[config.mk]
export PLATFORM = sky130hd
export DESIGN_NAME = videoOut
export DESIGN_NICKNAME = d
export VERILOG_FILES = /design/src/logic/neoPkg.sv /design/src/logic/videoOut.sv
export SDC_FILE = /design/constraint.sdc
export NUM_CORES = 1
export LEC_CHECK = 0
export BUFFER_PORTS_ARGS = -buffer_cell sky130_fd_sc_hd__buf_2
export CORE_ASPECT_RATIO = 0.75
export CORE_MARGIN = 10
export CORE_UTILIZATION = 38
export CTS_CLUSTER_SIZE = 28
export DETAILED_ROUTE_END_ITERATION = 8
export PLACE_DENSITY = 0.74
export SETUP_SLACK_MARGIN = 0.2
export SLEW_MARGIN = 20
export SYNTH_ARGS = -nofsm -noshare
export SYNTH_HDL_FRONTEND = slang
export SYNTH_SLANG_ARGS = --single-unit
[constraint.sdc]
create_clock -name clk24M -period 0.8 [get_ports clk24M]
set_clock_uncertainty 0.05 [all_clocks]
set_input_delay 0.08 -clock clk24M [delete_from_list [all_inputs] [get_ports clk24M]]
set_output_delay 0.08 -clock clk24M [all_outputs]
set_load 0.005 [all_outputs]
[src/logic/neoPkg.sv]
package neoPkg;

	// CPU address map, byte addresses on 24 bits

	// Palette RAM window 0x400000 to 0x7FFFFF
	// Only A23 and A22 take part in the decode
	localparam logic [23:0] palBase = 24'h400000;
	localparam logic [23:0] palMask = 24'hC00000;

	// System latch window 0x3A0000 to 0x3BFFFF
	// Decoded on A23 down to A17
	localparam logic [23:0] latchBase = 24'h3A0000;
	localparam logic [23:0] latchMask = 24'hFE0000;

	// Latch bit numbers, taken from A3..A1
	localparam logic [2:0] latchShadow  = 3'd0;
	localparam logic [2:0] latchPalBank = 3'd7;

	// Value seen by the CPU on reads nobody answers
	localparam logic [15:0] openBusWord = 16'hFFFF;

	// Palette word seen as colour fields
	// MSB first: dark, three channel LSBs, then R, G, B nibbles
	typedef struct packed {
		logic       darkBit;
		logic       rLsb;
		logic       gLsb;
		logic       bLsb;
		logic [3:0] r4;
		logic [3:0] g4;
		logic [3:0] b4;
	} palCol;

	// Same 16 bits, bus view or colour view
	// CPU side moves raw words, video side reads col
	typedef union packed {
		logic [15:0] raw;
		palCol       col;
	} palWord;

	// Width check, the two views must overlay exactly
	// 1 + 3 + 12 bits gives the 16-bit bus word
	// Anything else would break the union

endpackage

[src/logic/videoOut.sv]
module videoOut import neoPkg::*; (
	input  logic       clk24M,
	input  logic       rstN,
	input  palWord     vidWord,
	input  logic       vidBlank,
	input  logic       shadow,
	output logic [6:0] videoR,
	output logic [6:0] videoG,
	output logic [6:0] videoB
);

	// Second pipe stage after the palette lookup

	logic [5:0] chanR;
	logic [5:0] chanG;
	logic [5:0] chanB;

	// Nibble, channel LSB, then inverted dark bit
	// Dark set means one step dimmer
	function automatic logic [5:0] buildChan(
		input logic [3:0] field,
		input logic       lsb,
		input logic       darkBit
	);
		return {field, lsb, ~darkBit};
	endfunction

	// Normal level sits at the top of the 7 bits
	// Shadow shifts it down one, half brightness
	function automatic logic [6:0] placeChan(
		input logic [5:0] chan,
		input logic       shade
	);
		return shade ? {1'b0, chan} : {chan, 1'b0};
	endfunction

	// Colour view of the word
	assign chanR = buildChan(vidWord.col.r4, vidWord.col.rLsb, vidWord.col.darkBit);
	assign chanG = buildChan(vidWord.col.g4, vidWord.col.gLsb, vidWord.col.darkBit);
	assign chanB = buildChan(vidWord.col.b4, vidWord.col.bLsb, vidWord.col.darkBit);

	// Output register
	// Shadow sampled here, same stage as the conversion
	always_ff @(posedge clk24M or negedge rstN) begin
		if (!rstN) begin
			videoR <= 7'd0;
			videoG <= 7'd0;
			videoB <= 7'd0;
		end else if (vidBlank) begin
			// Blanking forces black whatever the palette says
			videoR <= 7'd0;
			videoG <= 7'd0;
			videoB <= 7'd0;
		end else begin
			videoR <= placeChan(chanR, shadow);
			videoG <= placeChan(chanG, shadow);
			videoB <= placeChan(chanB, shadow);
		end
	end

	// New pixel every clock, nothing stalls here

endmodule

# Word level (Yosys, flattened, before mapping)
# Cells that the tools add are included.
dict set report classes {
  n_mux 6
  n_bitwise 1
}
# cell count
set ops {}
lappend ops {{$mux 7} 6}
lappend ops {{$not 1->1} 1}
dict set report word_totals {
  register_bits 21
  inputBits 20
  out_inout_bits 21
  wordCells 10
}

# Longest topological paths before layout
# Gate-level depths: netlist of the first run.
dict set report logic_depth {
  word_depth 3
  depth_mapped 4
  depth_no_buf 2
}

# Least setup slack after synthesis of the first run
# No wires, ideal clock.
dict set report synth_timing {
  kind {input -> register}
  startpoint {in shadow}
  endpoint {reg videoB[4]}
  setup_slack_ns 0.085
  arrival_time_ns 0.544
  t_required_ns 0.629
  stages 4
  path_buffers 2
  setup_time_ns 0.121
  path_cell_list {buf_6 > buf_12 > mux2i_1 > nor2_1}
}
dict set report synth_via {
  elab_chain_len 2
}
# element line_no
set synth_lines {}
lappend synth_lines {{start: declaration} videoOut.sv:6} ;# input logic shadow,
lappend synth_lines {{$mux 7} videoOut.sv:34} ;# return shade ? {1'b0, chan} : {chan, 1'b0};
lappend synth_lines {{$mux 7} videoOut.sv:49} ;# end else if (vidBlank) begin
lappend synth_lines {{end signal: assignment} videoOut.sv:57} ;# videoB <= placeChan(chanB, shadow);
lappend synth_lines {{end: declaration} videoOut.sv:9} ;# output logic [6:0] videoB
# No other way between the ends.

==> impl_metrics.yaml, run 1 <==
outcome:
  outcome: "complete, but fails checks"
  violations: "negative hold slack, negative setup slack"
sta:
  worstMarginPinSlew_ps: 414
  min_period_over_period_pct: 118
  fin_worst_hold_slack_ps: -341
  timing.final.ws_setup_ps: -146
  layout_min_cycle_time_ps: 946
  max_freq_mhz: 1060
  rsz0062_at_grt: "yes"
  hold_violations: 30
  fin_tns_setup_ps: -2410
  setup_viol: 21
  slew_headroom_pct: 72.4
  slew_violations: 0
worst_setup_path:
  cp_top_family: "flip-flops"
  crit_fanout: 3
  arrival_ps: 820
  required_ps: 670
  critPathLaunchType: "register"
  critPathBufInv: 1
  crit_type: "reg -> out"
  max_stage_delay_ps: 400
  path_cells: "buf_2"
  setup.worst_path.end_class: "output pin"
  crit_slowest_cell: "dfrtp_1"
detailed_routing:
  wire_per_inst_um: 15.2
  final_antenna_net_count: 0
  via_per_inst: 4.62
  drt_first_pass_iters: 3
  wl_mm: 1.90
  vias: 577
  drt_iter0_markers: 23
  drc: 0
place:
  io_buffers: 40
  gp_congestion: 0.748
power:
  netSwitchingPower_uw: 418
  ir_drop_uv: 1170
  seqPwrFrac_pct: 58.4
  p_total_uw: 1760
  p_clk_share_pct: 26.1
  power.internal_uw: 1340
  power.density_mw_per_mm2: 1770
  p_comb_share_pct: 15.5
  p_sw_share_pct: 23.8
  power_leakage_uw: 0.000582
global_routing:
  first_global_vias: 625
  grt.total_usage_pct: 9.45
  grt_max_degree: 20
  antenna_found_initial: 0
  gr-total-overflow: 0
  grt_pass1_wl_mm: 3.15
cts:
  cts_tree: "yes"
  htree_levels: 1
  clock_sinks: 19
  cts_max_path_buffers: 2
  cts_made_buffers: 3
  root_buffer: "clkbuf_4"
  post-cts-setup-buffers: 0
  clk_pin_slew_ps: 100
floorplanning:
  core_area_mm2: 0.00182
  io_pins: 41
  die_x_um: 71.7
  die-area_mm2: 0.00421
  initial_core_util_pct: 41.8
  die_y_um: 58.8
  row_count: 13
finish:
  fin_util_pct: 54.6
  drive_gt1_share_pct: 47.6
  multi_input_area_um2: 235
  syn_to_final_growth_pct: 30.5
  num_antenna_cells: 0
  layout.area.seq_um2: 475
  nets: 124
  n_fill_cell: 176
synth:
  synth.avg_cell_area_um2: 12.5
  yosysUniqueCellTypes: 12
  yosysTopAreaCell: "dfrtp_1"
  async_reset_ff_share_pct: 100
  synth_top_area_share_pct: 62.4
  synthesis.nets: 81
  yosysSeqAreaShare_pct: 62.4
  yosysMostFrequentCell: "dfrtp_1"
  synthTopCellsByArea: "dfrtp_1 62%, mux2i_1 16%, nor2_1 6.4%"
  netlist_area_um2: 762
  ys.flop_type: "dfrtp_1"
  yosys_warnings: 0
  synthCells: 61
  synth_common_cells: "19 x dfrtp_1, 13 x nor2_1, 12 x mux2i_1"
  synth-edff-count: 0
  synth-seq-cells: 19
min_path:
  hp-class: "in -> async"
run:
  drv_cap: 0
-- power groups by stage --
stage               sequential (uW)  combinational [uW]  clock, uW
floorplan                      1060                 132          0
global placement               1050                 272          0
detailed placement             1050                 279          0
CTS                            1030                 281        495
global route                   1030                 310        538
finish                         1030                 272        459
-- area by class of cell --
cell class,instances,share of cell area [%]
clock buffer,4,2.64
multi-input combinational,36,23.6
sequential,19,47.8
tap,22,2.77
timing repair buffer,44,23.1
-- flip-flops by register name, summed over array words and instances, names as in the netlist --
| name | cells |
|---|---|
| videoG | 6 |
| videoR | 6 |
| videoB | 7 |
-- metal layers --
metal  GRT usage (%)  up-vias  wire [um]
met5               0        -          0
met1            11.5      268        891
li1                -      280          -
met2            14.2       27        826
met3            4.52        2        163
met4            3.31        0         19
-- logic make-up (layout without fill, tap and decap cells) --
family / after synthesis / in the layout / synth area share, %
compound gates: 3 / 3 / 1.97
buf+inv: 6 / 48 / 7.39
flops: 19 / 19 / 62.4
mux: 12 / 12 / 15.8
simple gates: 21 / 21 / 12.5
-- cell usage in the layout, fill, tap and decap left out --
cell type / netlist / routed
buf_4: 2 / 4
nand2_1: 3 / 3
dfrtp_1: 19 / 19
clkbuf_4: 0 / 3
nor3b_2: 0 / 1
clkbuf_1: 0 / 1
and2_1: 3 / 3
or2_4: 1 / 1
mux2i_1: 12 / 12
a21oi_1: 3 / 3
buf_2: 2 / 40
nor2_1: 13 / 13
-- metrics by stage --
| step | area [um^2] | setup slack, ps | cells |
|---|---|---|---|
| after floorplan | 790 | 118 | 61 |
| after global placement | 968 | 14.8 | 121 |
| after detailed placement | 968 | -5.54 | 121 |
| after CTS | 995 | -165 | 125 |
| after global routing | 995 | -205 | 125 |
| final | 995 | -146 | 125 |
-- timing repair --
item / in CTS / in global routing
gates resized for setup: 0 / 0
endpoints found under the setup margin: 21 / 21
hold endpoints to repair: 34 / 29
-- final timing paths --
path,from,to,slack (ps),cells past startpoint
setup / recovery,videoB[0]$_DFF_PN0_,videoG[0],-150,1
min in group clk24M,vidWord[15],videoB[0]$_DFF_PN0_,-80,2
hold / removal,rstN,videoG[2]$_DFF_PN0_,-340,1
max in group asynchronous,rstN,videoR[4]$_DFF_PN0_,750,1
Power figures use the tool's default switching activity.
==> inputs of run 2 (changes only) <==
--- a/config.mk
+++ b/config.mk
@@ -12,6 +12,7 @@
 export CTS_CLUSTER_SIZE = 28
 export DETAILED_ROUTE_END_ITERATION = 8
 export PLACE_DENSITY = 0.74
+export REMOVE_ABC_BUFFERS = 1
 export SETUP_SLACK_MARGIN = 0.2
 export SLEW_MARGIN = 20
 export SYNTH_ARGS = -nofsm -noshare
==> constraint.sdc (replaced) <==
create_clock -name clk24M -period 0.8 [get_ports clk24M]
set_clock_uncertainty 0.05 [all_clocks]
set_input_delay 0.08 -clock clk24M [delete_from_list [all_inputs] [get_ports clk24M]]
set_output_delay 0.08 -clock clk24M [all_outputs]
set_load 0.02 [all_outputs]
==> run 2 against run 1 <==
  * The flow still finishes with violations (negative hold slack, negative setup slack)
  * Worst hold slack worse by 4.8 ps
  * Sequential cell count unchanged
  * Global-route usage is essentially flat
  * Utilization is 6.7 points higher
  * Cell count is 1.6% higher
  * Maximum frequency decreased by 4.0%
  * Sequential share of layout area down 5.2 points
  * Sequential power about the same
  * Clock power up 3%
  * Worst setup slack worse by 40 ps
  * Critical path depth unchanged
  * Non-clock buffer count grew 2
==> impl_metrics.yaml, run 2 (synthesized netlist as in run 1, its figures left out) <==
detailed_routing:
  wire_per_inst_um: 14.8
  drc: 0
  drt_iter0_markers: 15
  drt_first_pass_iters: 4
  via_per_inst: 4.49
  final_antenna_net_count: 0
  wl_mm: 1.88
  vias: 570
cts:
  cts_tree: "yes"
  cts_max_path_buffers: 2
  htree_levels: 1
  clk_pin_slew_ps: 110
  cts_made_buffers: 3
  clock_sinks: 19
  root_buffer: "clkbuf_4"
worst_setup_path:
  critPathLaunchType: "register"
  max_stage_delay_ps: 400
  crit_type: "reg -> out"
  crit_slowest_cell: "dfrtp_1"
  path_cells: "buf_2"
  critPathBufInv: 1
  arrival_ps: 860
  crit_fanout: 3
  required_ps: 670
  setup.worst_path.end_class: "output pin"
  cp_top_family: "flip-flops"
sta:
  fin_worst_hold_slack_ps: -346
  timing.final.ws_setup_ps: -186
  setup_viol: 21
  worstMarginPinSlew_ps: 417
  layout_min_cycle_time_ps: 986
  slew_headroom_pct: 72.2
  rsz0062_at_grt: "yes"
  max_freq_mhz: 1010
  min_period_over_period_pct: 123
  fin_tns_setup_ps: -3020
  slew_violations: 0
  hold_violations: 28
finish:
  registers.top_by_ff_count: "videoB"
  final_common_cell: "buf_2"
  fin_util_pct: 61.3
  nets: 126
  final_cell_mix: "22 x buf_2, 19 x dfrtp_1, 18 x buf_6"
  largest_reg_flops: 7
  syn_to_final_growth_pct: 46.6
  reg_top3: "videoB x7, videoG x6, videoR x6"
  n_fill_cell: 169
  drive_gt1_share_pct: 47.6
  multi_input_area_um2: 230
  num_antenna_cells: 0
  layout.area.seq_um2: 475
  design_area_mm2: 0.00112
power:
  power.density_mw_per_mm2: 1720
  netSwitchingPower_uw: 511
  seqPwrFrac_pct: 54.2
  ir_drop_uv: 1030
  p_sw_share_pct: 26.6
  power_leakage_uw: 0.000612
  p_comb_share_pct: 21.4
  power.internal_uw: 1410
  p_clk_share_pct: 24.5
  p_total_uw: 1920
run:
  drv_cap: 0
global_routing:
  gr-total-overflow: 0
  first_global_vias: 662
  grt_max_degree: 20
  grt.total_usage_pct: 9.47
  grt_pass1_wl_mm: 3.17
  antenna_found_initial: 0
floorplanning:
  io_pins: 41
  initial_core_util_pct: 41.8
  core_area_mm2: 0.00182
  die-area_mm2: 0.00421
  row_count: 13
  die_x_um: 71.7
  die_y_um: 58.8
place:
  io_buffers: 40
  gp_congestion: 0.744
  post_dp_cell_area_um2: 978
  dp_hpwl_mm: 1.49
min_path:
  hp-class: "in -> async"
outcome:
  outcome: "complete, but fails checks"
  violations: "negative hold slack, negative setup slack"
run 2: area by class of cell:
type | instances | area share [%]
clock buffers | 4 | 2.35
flip-flops and latches | 19 | 42.6
repair buffers | 46 | 32.0
well taps | 22 | 2.46
multi-input cells | 36 | 20.6
run 2: metrics by stage:
step | instances | setup WS (ps)
2_1_floorplan | 55 | 24.8
3_3_place_gp | 123 | -20.1
3_5_place_dp | 123 | -41.2
4_1_cts | 127 | -196
5_1_grt | 127 | -239
6_report | 127 | -186
run 2: worst max-delay path by stage:
stage,end,cells past startpoint,from
2_1_floorplan,videoB[0],0,videoB[0]$_DFF_PN0_
3_3_place_gp,videoG[1]$_DFF_PN0_,4,shadow
3_5_place_dp,videoG[1]$_DFF_PN0_,4,shadow
4_1_cts,videoG[0],1,videoB[0]$_DFF_PN0_
5_1_grt,videoG[0],1,videoB[0]$_DFF_PN0_
6_report,videoG[0],1,videoB[0]$_DFF_PN0_
run 2: power by group through the flow:
| stage | registers, uW | logic [uW] | clock network, uW |
|---|---|---|---|
| 6_report | 1040 | 411 | 471 |
| 5_1_grt | 1050 | 448 | 555 |
| 4_1_cts | 1040 | 416 | 485 |
| 3_5_place_dp | 1050 | 353 | 0 |
| 3_3_place_gp | 1040 | 347 | 0 |
| 2_1_floorplan | 1130 | 72.5 | 0 |
run 2: metal layers:
layer,up-vias,wire length (um),GRT usage [%]
li1,280,-,-
met1,261,793,10.9
met2,29,833,13.3
met3,0,252,6.37
met4,0,0,4.13
met5,-,0,0
run 2: what timing repair did:
action | in CTS | in global routing
endpoints found under the setup margin | 21 | 21
pin swaps | 0 | 0
resized for setup | 36 | 0
buffers inserted | 0 | 0
hold endpoints to repair | 30 | 29
