[src/logic/neoPkg.sv]
package neoPkg;

	// CPU address map, byte addresses on 24 bits

	// Palette RAM window 0x400000 to 0x7FFFFF
	// Only A23 and A22 take part in the decode
	localparam logic [23:0] palBase = 24'h400000;
	localparam logic [23:0] palMask = 24'hC00000;

	// System latch window 0x3A0000 to 0x3BFFFF
	// Decoded on A23 down to A17
	localparam logic [23:0] latchBase = 24'h3A0000;
	localparam logic [23:0] latchMask = 24'hFE0000;

	// Latch bit numbers, taken from A3..A1
	localparam logic [2:0] latchShadow  = 3'd0;
	localparam logic [2:0] latchPalBank = 3'd7;

	// Value seen by the CPU on reads nobody answers
	localparam logic [15:0] openBusWord = 16'hFFFF;

	// Palette word seen as colour fields
	// MSB first: dark, three channel LSBs, then R, G, B nibbles
	typedef struct packed {
		logic       darkBit;
		logic       rLsb;
		logic       gLsb;
		logic       bLsb;
		logic [3:0] r4;
		logic [3:0] g4;
		logic [3:0] b4;
	} palCol;

	// Same 16 bits, bus view or colour view
	// CPU side moves raw words, video side reads col
	typedef union packed {
		logic [15:0] raw;
		palCol       col;
	} palWord;

	// Width check, the two views must overlay exactly
	// 1 + 3 + 12 bits gives the 16-bit bus word
	// Anything else would break the union

endpackage

[src/logic/busDecode.sv]
module busDecode import neoPkg::*; #(
	parameter int palWaitStates = 1
) (
	input  logic        clk24M,
	input  logic        rstN,
	input  logic [23:1] cpuAddr,
	input  logic        nAs,
	input  logic        nUds,
	input  logic        nLds,
	input  logic        cpuRw,
	output logic        palCs,
	output logic [1:0]  palWe,
	output logic        latchWe,
	output logic        cpuRdSel,
	output logic        nDtack
);

	// Wait counter sized for the palette wait count
	localparam int cntW = (palWaitStates > 0) ? $clog2(palWaitStates + 1) : 1;

	logic [23:0]     byteAddr;
	logic            hitPal;
	logic            hitLatch;
	logic            busy;
	logic            regPal;
	logic            regLatch;
	logic            isRead;
	logic [cntW-1:0] waitCnt;
	logic            commit;

	// 68K has no A0, strobes stand in for it
	assign byteAddr = {cpuAddr, 1'b0};

	// Region compare against the package map
	assign hitPal   = (byteAddr & palMask) == palBase;
	assign hitLatch = (byteAddr & latchMask) == latchBase;

	// Last cycle of the wait, nDtack falls on the next edge
	// Writes land on that same edge
	assign commit = busy & nDtack & ~nAs & (waitCnt == '0);

	always_ff @(posedge clk24M or negedge rstN) begin
		if (!rstN) begin
			busy     <= 1'b0;
			regPal   <= 1'b0;
			regLatch <= 1'b0;
			isRead   <= 1'b1;
			waitCnt  <= '0;
			nDtack   <= 1'b1;
		end else if (busy && nAs) begin
			// Master let go of nAs, end of cycle
			busy    <= 1'b0;
			nDtack  <= 1'b1;
			waitCnt <= '0;
		end else if (!busy && !nAs) begin
			// Start edge, region frozen for the whole cycle
			busy     <= 1'b1;
			regPal   <= hitPal;
			regLatch <= hitLatch;
			isRead   <= cpuRw;
			waitCnt  <= hitPal ? cntW'(palWaitStates) : '0;
		end else if (commit) begin
			nDtack <= 1'b0;
		end else if (busy && nDtack) begin
			waitCnt <= waitCnt - 1'b1;
		end
	end

	// Palette chip select, held while the cycle runs
	assign palCs = busy & regPal;

	// Read data from palette, otherwise open bus
	assign cpuRdSel = palCs & isRead;

	// Byte lanes: UDS is D15..D8, LDS is D7..D0
	assign palWe = (commit & regPal & ~isRead) ? {~nUds, ~nLds} : 2'b00;

	// Latch ignores the strobes, any write flips one bit
	assign latchWe = commit & regLatch & ~isRead;

endmodule

[config.mk]
export PLATFORM = sky130hd
export DESIGN_NAME = busDecode
export DESIGN_NICKNAME = d
export VERILOG_FILES = /design/src/logic/neoPkg.sv /design/src/logic/busDecode.sv
export SDC_FILE = /design/constraint.sdc
export NUM_CORES = 1
export LEC_CHECK = 0
export BUFFER_PORTS_ARGS = -buffer_cell sky130_fd_sc_hd__clkbuf_2
export CORE_AREA = 2 2 39 41
export CTS_CLUSTER_DIAMETER = 50
export CTS_CLUSTER_SIZE = 30
export DETAILED_ROUTE_END_ITERATION = 8
export DIE_AREA = 0 0 41 43
export PLACE_DENSITY_LB_ADDON = 0.25
export SLEW_MARGIN = 20
export SYNTH_ARGS = -nofsm -noshare
export SYNTH_HDL_FRONTEND = slang
export SYNTH_SLANG_ARGS = --single-unit
[constraint.sdc]
create_clock -name clk24M -period 2.4 [get_ports clk24M]
set_input_delay 0.36 -clock clk24M [delete_from_list [all_inputs] [get_ports clk24M]]
set_output_delay 0.36 -clock clk24M [all_outputs]
set_load 0.05 [all_outputs]
### After elaboration in Yosys (flattened, before gate mapping)

Index checks and enable logic that the tools add are counted.

| word-level totals | value |
|---|---|
| flip-flop bits (word level) | 6 |
| input port bits | 29 |
| output and inout bits | 6 |
| word-level logic and storage cells | 48 |

| cells by class | value |
|---|---|
| add/subtract/negate cells | 1 |
| equal/unequal tests | 4 |
| multiplexer cells | 11 |
| bitwise gates (word level) | 15 |
| reductions and logical operators | 11 |

Operator list:

| cell | number |
|---|---|
| 1-bit two-way mux | 10 |
| 1-bit AND | 9 |
| 7-bit by 5-bit == test with 1-bit output (second input constant) | 1 |
| 1-bit inverter | 6 |
| 2-bit AND reduction | 3 |
| 2-bit nonzero test | 2 |
| 1-bit logical AND | 3 |
| 3-bit by 1-bit != test with 1-bit output (second input constant) | 1 |
| 3-bit nonzero test | 1 |
| 2-bit by 1-bit == test with 1-bit output (second input constant) | 1 |
| 1-bit logical NOT | 2 |
| 2-bit two-way mux | 1 |
| 2-bit != test (second input constant) | 1 |
| 1-bit subtractor (second input constant) | 1 |

### Depth between registers and ports, before layout

Gate-level depths: netlist (run 1).

| depth | value |
|---|---|
| word-level depth | 6 |
| gate-level depth with buffers | 5 |

### Worst setup path before layout (run 1)

OpenSTA, ideal clock, no wires.

| path | value |
|---|---|
| path type | reg2out |
| start point | register nDtack |
| end point | output port palWe[0] |
| arrival | 1.695 ns |
| data required time | 2.040 ns |
| path slack | 0.345 ns |
| stages on the path, launching flop included | 4 |
| cells stage by stage | dfstp_2 -> and4bb_1 -> nand3_1 -> nor2_1 |

| between the ends | value |
|---|---|
| word-level cells in the longest chain between the ends | 6 |

Ends and longest elaborated chain:

| element | RTL line | RTL |
|---|---|---|
| start, declared | busDecode.sv:15 | `output logic nDtack` |
| start signal, assigned | busDecode.sv:49 | `nDtack <= 1'b1;` |
| start signal, assigned | busDecode.sv:53 | `nDtack <= 1'b1;` |
| start signal, assigned | busDecode.sv:63 | `nDtack <= 1'b0;` |
| 1-bit AND (3 in series) | busDecode.sv:40 | `assign commit = busy & nDtack & ~nAs & (waitCnt == '0);` |
| 1-bit AND (2 in series) | busDecode.sv:76 | `assign palWe = (commit & regPal & ~isRead) ? {~nUds, ~nLds} : 2'b00;` |
| 2-bit two-way mux | busDecode.sv:76 |  |
| end, declared | busDecode.sv:12 | `output logic [1:0] palWe,` |

Every way passes these cells.

### Worst setup path in the final report (run 1)

Same ends and word-level chain as after synthesis.

==> impl_results.md, run 1 <==
* Worst path required time at 2.04 ns
* Via density per instance at 4.40
* Design Area, Final at between 500 and 600 um2
* Detail Route Antenna Nets at 0
* Clock share of power at 0.177
* Finish-stage setup viols at 0
* Clk_lat worst skew at 0.24 ns
* Antenna Cells at 0
* Area Growth Syn to Fin at 39.6%
* RSZ-0062 raised after global routing: false
* Synthesized area at 360 um2
* Overall power at 0.000534 W
* CTS tree: yes
* Comb power frac at 0.490
* # Post-CTS Setup Buffers at 0
* Avg Cell Area, Syn at 10.3 um2
* Post-route DRC at 0
* CP Max Fanout at 4
* Commonest non-fill, non-tap cell in the layout: clkbuf_2
* CORE AREA at 0.00138 mm2
* Final Hold Vio Count at 0
* WHS Path Cells at 3
* Reg2reg path depth at 5
* CTS buffer count at 3
* Die area at around 0.0018 mm2
* TritonCTS sink count at 6
* Gp weighted congestion at ~0.72
* Worst Max-Slew Pin Slew at 0.317 ns
* FP Rows at 14
* Synth warnings at 0
* # hold bufs at CTS at 1
* Power per cell area at approximately 1100 mW/mm2
* Share of post-route cells with drive strength above 1 at 0.474
* Root Driver: clkbuf_4
* First-pass GRT wire length at 1.19 mm
* Worst path max stage delay at 0.54 ns
* Int Power at 0.000302 W
* CTS-repair resized insts at 0
* Initial antenna violation count at 0
* Cell family with most CP delay: flip-flops
* H-tree depth at 1
* Clk buf depth at 2
* Status: complete, no violations
* DR WL/cell at between 10 and 15 um
* Final worst-path cycle share at 0.779
* Endpoint type of the worst setup path: output port
* Arrival @ worst endpoint at 1.51 ns
* Post-synthesis instance total at 35
* Nets at 90
* FF+latch count, synth at 6
* Minimum clock period at 1.87 ns
* Total GRT Usage at 0.104
* Num ports at 35
* Peak VDD IR at 343 uV
* Initial Utilization at 0.260
* CP bufs+invs at 1
* Post-synthesis cell type count at 21
* Mapped Nets at 66
* Worst Clk Skew at 0.0000827 ns
* Switching power share of the total at 0.435
* Lkg Pwr at 0.264 nW
* Setup CP Type: flop to output port
* First DRT Iteration DRCs at 4
* Via count at ~320
* Die Width at 41 um
* Switching pwr at around 0.00023 W
* IO buf count at 18
* Fin. max-slew vios at 0
* Die H at 43 um
* Layout Cells excl Fill at 73
* 1st-pass router iterations at 2
* Worst Hold Class: primary input to flop
* Clk slew on worst S/H paths at 0.05 ns
* Startpoint Class: flop
* Gr ovfl total at 0
* Fill count at 155
* Most frequent cells in the layout: 18 x clkbuf_2, 5 x inv_1, 4 x nor2_1, 4 x dfrtp_1, 3 x clkbuf_4
* FMAX at 0.535 GHz
* Max Cap Violations at 0
* Setup TNS at 0 ns
* Post-synthesis sequential area ratio at 0.424
* Routed WL at about 740 um
* Slew margin rel. at 0.787
* Post-DP HPWL at 632 um
* Crit. path cell count at 4
* Cell Chain, Critical Path: and4bb_1 > nand3_1 > nor2_1 > clkbuf_2
* Pin count of the biggest net entering global routing at 8
* Part of the power in registers at 0.333
* CP max-delay cell: dfstp_2
* DP Area at between 400 and 500 um2
* Placed Cells at 69
* Vias in the first global route at 297
-- synthesized netlist by cell type --
cell	number	share of area
and4b_1	1	0.028
a21oi_1	1	0.014
nor3_1	1	0.014
o21ai_0	2	0.028
nand3b_1	1	0.021
o21a_2	1	0.024
nor2_1	4	0.042
inv_1	5	0.052
dfstp_2	2	0.15
and4bb_1	1	0.035
a21boi_0	1	0.021
nand2_1	2	0.021
ha_1	2	0.069
a22o_1	1	0.024
nor3b_4	1	0.052
nand3_1	1	0.014
nor4b_1	1	0.024
and3_2	1	0.021
o41ai_2	1	0.045
dfrtp_1	4	0.28
mux2i_1	1	0.028
-- layer usage --
metal / GRT usage / routed length [um] / up-vias
li1: - / - / 171
met1: 0.145 / 363 / 132
met2: 0.128 / 304 / 16
met3: 0.0471 / 58 / 2
met4: 0.0600 / 15 / 0
met5: 0 / 0 / -
-- path summary, 6_finish.rpt --
| kind | startpoint | end | slack (ns) |
|---|---|---|---|
| min in group asynchronous | rstN | regPal | 0.48 |
| min | cpuRw | isRead | 0.32 |
| max reg2reg | busy | regLatch | 0.89 |
| max in group asynchronous | rstN | nDtack | 1.69 |
| min reg2reg | waitCnt | waitCnt | 0.50 |
| max | nDtack | palWe[0] | 0.53 |
-- worst reg2reg max path, stage by stage, from the launching register on --
cell,delay (ns)
dfrtp_1,0.40
inv_1,0.12
ha_1,0.33
inv_1,0.13
nor4b_1,0.30
a22o_1,0.17
-- registers in the layout, summed over array words and instances, names as in the netlist --
register  cells
busy          1
isRead        1
nDtack        1
regLatch      1
regPal        1
waitCnt       1
-- power groups by stage --
stage	Combinational [W]	Sequential [W]	Clock, W
global placement	0.000262	0.000178	0
finish	0.000262	0.000178	0.0000945
floorplan	0.000185	0.000199	0
global route	0.000289	0.000186	0.000102
CTS	0.000266	0.000178	0.0000977
detailed placement	0.000263	0.000180	0
-- area by class of cell --
class	count	area (um2)	area share
well taps	16	20.0	0.0398
multi-input cells	24	189	0.376
repair buffers	19	100	0.199
flip-flops and latches	6	153	0.303
clock buffers	3	22.5	0.0448
inverters	5	18.8	0.0373
-- stage by stage --
step           worst slack (ns)  utilization  hold slack (ns)
3_5_place_dp              0.779        0.340            0.199
3_3_place_gp              0.782        0.340            0.202
4_1_cts                   0.514        0.363            0.327
2_1_floorplan             0.345            -           0.0644
5_1_grt                   0.401        0.363            0.347
6_report                  0.531        0.363            0.324
-- logic make-up (layout without fill, tap and decap cells) --
kind of cell    count (synthesis)  in the layout  synth area share
compound gates                  7              7             0.156
fa+ha+maj                       2              2            0.0694
buf+inv                         5             27            0.0521
flops                           6              6             0.424
mux                             1              1            0.0278
simple gates                   14             14             0.271
No activity file was read; power rests on OpenSTA's default activity.
==> run 2, diff against run 1 <==
--- a/config.mk
+++ b/config.mk
@@ -5,6 +5,7 @@
 export SDC_FILE = /design/constraint.sdc
 export NUM_CORES = 1
 export LEC_CHECK = 0
+export ABC_AREA = 1
 export BUFFER_PORTS_ARGS = -buffer_cell sky130_fd_sc_hd__clkbuf_2
 export CORE_AREA = 2 2 39 41
 export CTS_CLUSTER_DIAMETER = 50
==> constraint.sdc (replaced) <==
create_clock -name clk24M -period 1.7 [get_ports clk24M]
set_input_delay 0.255 -clock clk24M [delete_from_list [all_inputs] [get_ports clk24M]]
set_output_delay 0.255 -clock clk24M [all_outputs]
set_load 0.05 [all_outputs]
==> impl_results.md, run 2 <==
* Routed WL at 764 um (was 741 um)
* Minimum clock period at 1.65 ns
* DP Area at 482 um2 (was 470 um2)
* CTS buffer count at 3 (unchanged)
* Metal2 WL at 348 um (was 304 um)
* Post-synthesis instance total at 51 (was 35)
* Post-route DRC at 0 (unchanged)
* Die Width at 41 um (unchanged)
* Initial antenna violation count at 0 (unchanged)
* Synth warnings at 0 (unchanged)
* RSZ-0062 raised after global routing: true (was false)
* Most frequent cells in the layout: 15 x clkbuf_2, 9 x inv_1, 9 x nand2_1 (was 18 x clkbuf_2, 5 x inv_1, 4 x nor2_1, 4 x dfrtp_1, 3 x clkbuf_4)
* Post-DP HPWL at 616 um (was 632 um)
* CTS tree: yes (unchanged)
* Final Hold Vio Count at 0 (unchanged)
* Most used DFF post-synth: dfrtp_1 (unchanged)
* Share of post-route cells with drive strength above 1 at 0.425 (was 0.474)
* Antenna Cells at 0 (unchanged)
* Avg Cell Area, Syn at 7.46 um2 (was 10.3 um2)
* Placed Cells at 84 (was 69)
* Via density per instance at 4.21 (was 4.40)
* Clk slew on worst S/H paths at 0.04 ns (was 0.05 ns)
* First DRT Iteration DRCs at 2 (was 4)
* Worst path required time at 1.44 ns (was 2.04 ns)
* Lkg Pwr at 0.305 nW (was 0.264 nW)
* Root Driver: clkbuf_4 (unchanged)
* Arrival @ worst endpoint at 1.39 ns (was 1.51 ns)
* TritonCTS sink count at 6 (unchanged)
* Setup CP Type: flop to output port (unchanged)
* Design Area, Final at 539 um2 (was 503 um2)
* Clk_lat worst skew at 0.23 ns (was 0.24 ns)
* FP Rows at 14 (unchanged)
* Clk buf depth at 2 (unchanged)
* EDFF count, synth at 0 (unchanged)
* Mapped Nets at 82 (was 66)
* Initial Utilization at 0.275 (was 0.260)
* Total GRT Usage at 0.105 (was 0.104)
* IO buf count at 18 (unchanged)
* Num ports at 35 (unchanged)
* 1st-pass router iterations at 4 (was 2)
* Synth cell count leaders: 10 x nand2_1, 9 x inv_1, 8 x nor2_1 (was 5 x inv_1, 4 x dfrtp_1, 4 x nor2_1)
* Pin count of the biggest net entering global routing at 9 (was 8)
* Via count at 375 (was 321)
* Startpoint Class: flop (unchanged)
* Post-synthesis cell type count at 16 (was 21)
* Nets at 106 (was 90)
* Die H at 43 um (unchanged)
* Synth area leader: dfrtp_1 (unchanged)
* FF+latch count, synth at 6 (unchanged)
* Worst Max-Slew Pin Slew at 0.367 ns (was 0.317 ns)
* Synthesized area at 380 um2 (was 360 um2)
* Peak VDD IR at 445 uV (was 343 uV)
* Worst Clk Skew at 0.000447 ns (was 0.0000827 ns)
* DR WL/cell at 8.58 um (was 10.2 um)
* CORE AREA at 0.00138 mm2 (unchanged)
* Worst Hold Class: primary input to flop (unchanged)
* Top-count cell post-synth: nand2_1 (was inv_1)
* Area Growth Syn to Fin at 41.8% (was 39.6%)
* Endpoint type of the worst setup path: output port (unchanged)
* H-tree depth at 1 (unchanged)
* Final worst-path cycle share at 0.969
* Multi-input logic area at 180 um2 (was 189 um2)
* Commonest non-fill, non-tap cell in the layout: clkbuf_2 (unchanged)
* Fin. max-slew vios at 0 (unchanged)
* Register Area at 153 um2 (unchanged)
* Max Cap Violations at 0 (unchanged)
* Ys async rst share at 1.00 (unchanged)
* Post-synthesis sequential area ratio at 0.401 (was 0.424)
* Die area at 0.00176 mm2 (unchanged)
* Power per cell area at 1610 mW/mm2 (was 1060 mW/mm2)
* Synth area leaders: dfrtp_1 26%, dfstp_2 14%, nand2_1 9.9% (was dfrtp_1 28%, dfstp_2 15%, ha_1 6.9%)
* Finish-stage setup viols at 0 (unchanged)
* Util after Layout at 0.390 (was 0.363)
* Gp weighted congestion at 0.683 (was 0.725)
* Vias in the first global route at 320 (was 297)
* Slew margin rel. at 0.755 (was 0.787)
* Layout Cells excl Fill at 89 (was 73)
* Met3 routed WL at 53 um (was 58 um)
* Status: complete, no violations (unchanged)
* Top routing layer used: met4 (unchanged)
* Fill count at 152 (was 155)
* Detail Route Antenna Nets at 0 (unchanged)
* Gr ovfl total at 0 (unchanged)
* Top-area cell type share of the netlist area at 0.263 (was 0.278)
* FMAX at 0.607 GHz
* Met1 Routed Length at 342 um (was 363 um)
* First-pass GRT wire length at 1.21 mm (was 1.19 mm)
* CP Max Fanout at 3 (was 4)
==> run 2: what timing repair did <==
item	in CTS	in global routing
gates resized for setup	1	9
hold endpoints to repair	4	0
pin swaps	0	2
buffers inserted	0	1
cloned	0	0
hold buffers	1	0
setup endpoints to repair	1	3
==> run 2: kinds of logic (layout without fill, tap and decap cells) <==
family / Yosys count / after routing / share of synthesized area
and+or+nand+nor: 24 / 24 / 0.263
DFF: 6 / 6 / 0.401
buffers and inverters: 12 / 34 / 0.145
adders and majority gates: 2 / 2 / 0.0658
AOI/OAI and AO/OA: 7 / 7 / 0.125
==> run 2: per-layer routing <==
layer / up-vias / global-route usage
met5: - / 0
met4: 0 / 0.100
met3: 2 / 0.0157
met2: 15 / 0.163
met1: 155 / 0.111
li1: 203 / -
==> run 2: layout make-up <==
class | count | share of cell area
flip-flops and latches | 6 | 0.283
clock buffers | 3 | 0.0418
inverters | 11 | 0.0812
well taps | 16 | 0.0371
multi-input cells | 33 | 0.334
repair buffers | 20 | 0.223
==> run 2: worst max-delay path: stages, from the launching register on <==
cell and delay, ns:
dfstp_2 0.54, nand2_2 0.07, inv_2 0.07, nand4_1 0.13
nor2_1 0.17, buf_6 0.17
==> run 2: where the power goes <==
group	switching, W	internal [W]
combinational	0.000305	0.000164
clock	0.0000458	0.0000795
sequential	0.0000540	0.000219
==> run 2: per-stage QoR <==
stage	hold WS [ns]	power, W	setup WS (ns)	TNS, ns
after floorplan	-0.0406	0.000629	-0.198	-0.396
after global placement	0.0889	0.000707	0.279	0
after detailed placement	0.0910	0.000713	0.256	0
after CTS	0.233	0.000846	0.00323	0
after global routing	0.265	0.000944	-0.0636	-0.105
final	0.235	0.000868	0.0529	0
==> run 2: worst paths after layout <==
check	start	to	depth (start not counted)	slack, ns
worst min register to register	regLatch	regLatch	2	0.50
worst max register to register	busy	waitCnt	6	0.39
max in group asynchronous	rstN	isRead	2	1.08
worst max-delay path	nDtack	palWe[0]	5	0.05
min in group asynchronous	rstN	busy	2	0.39
worst min-delay path	cpuRw	isRead	3	0.23
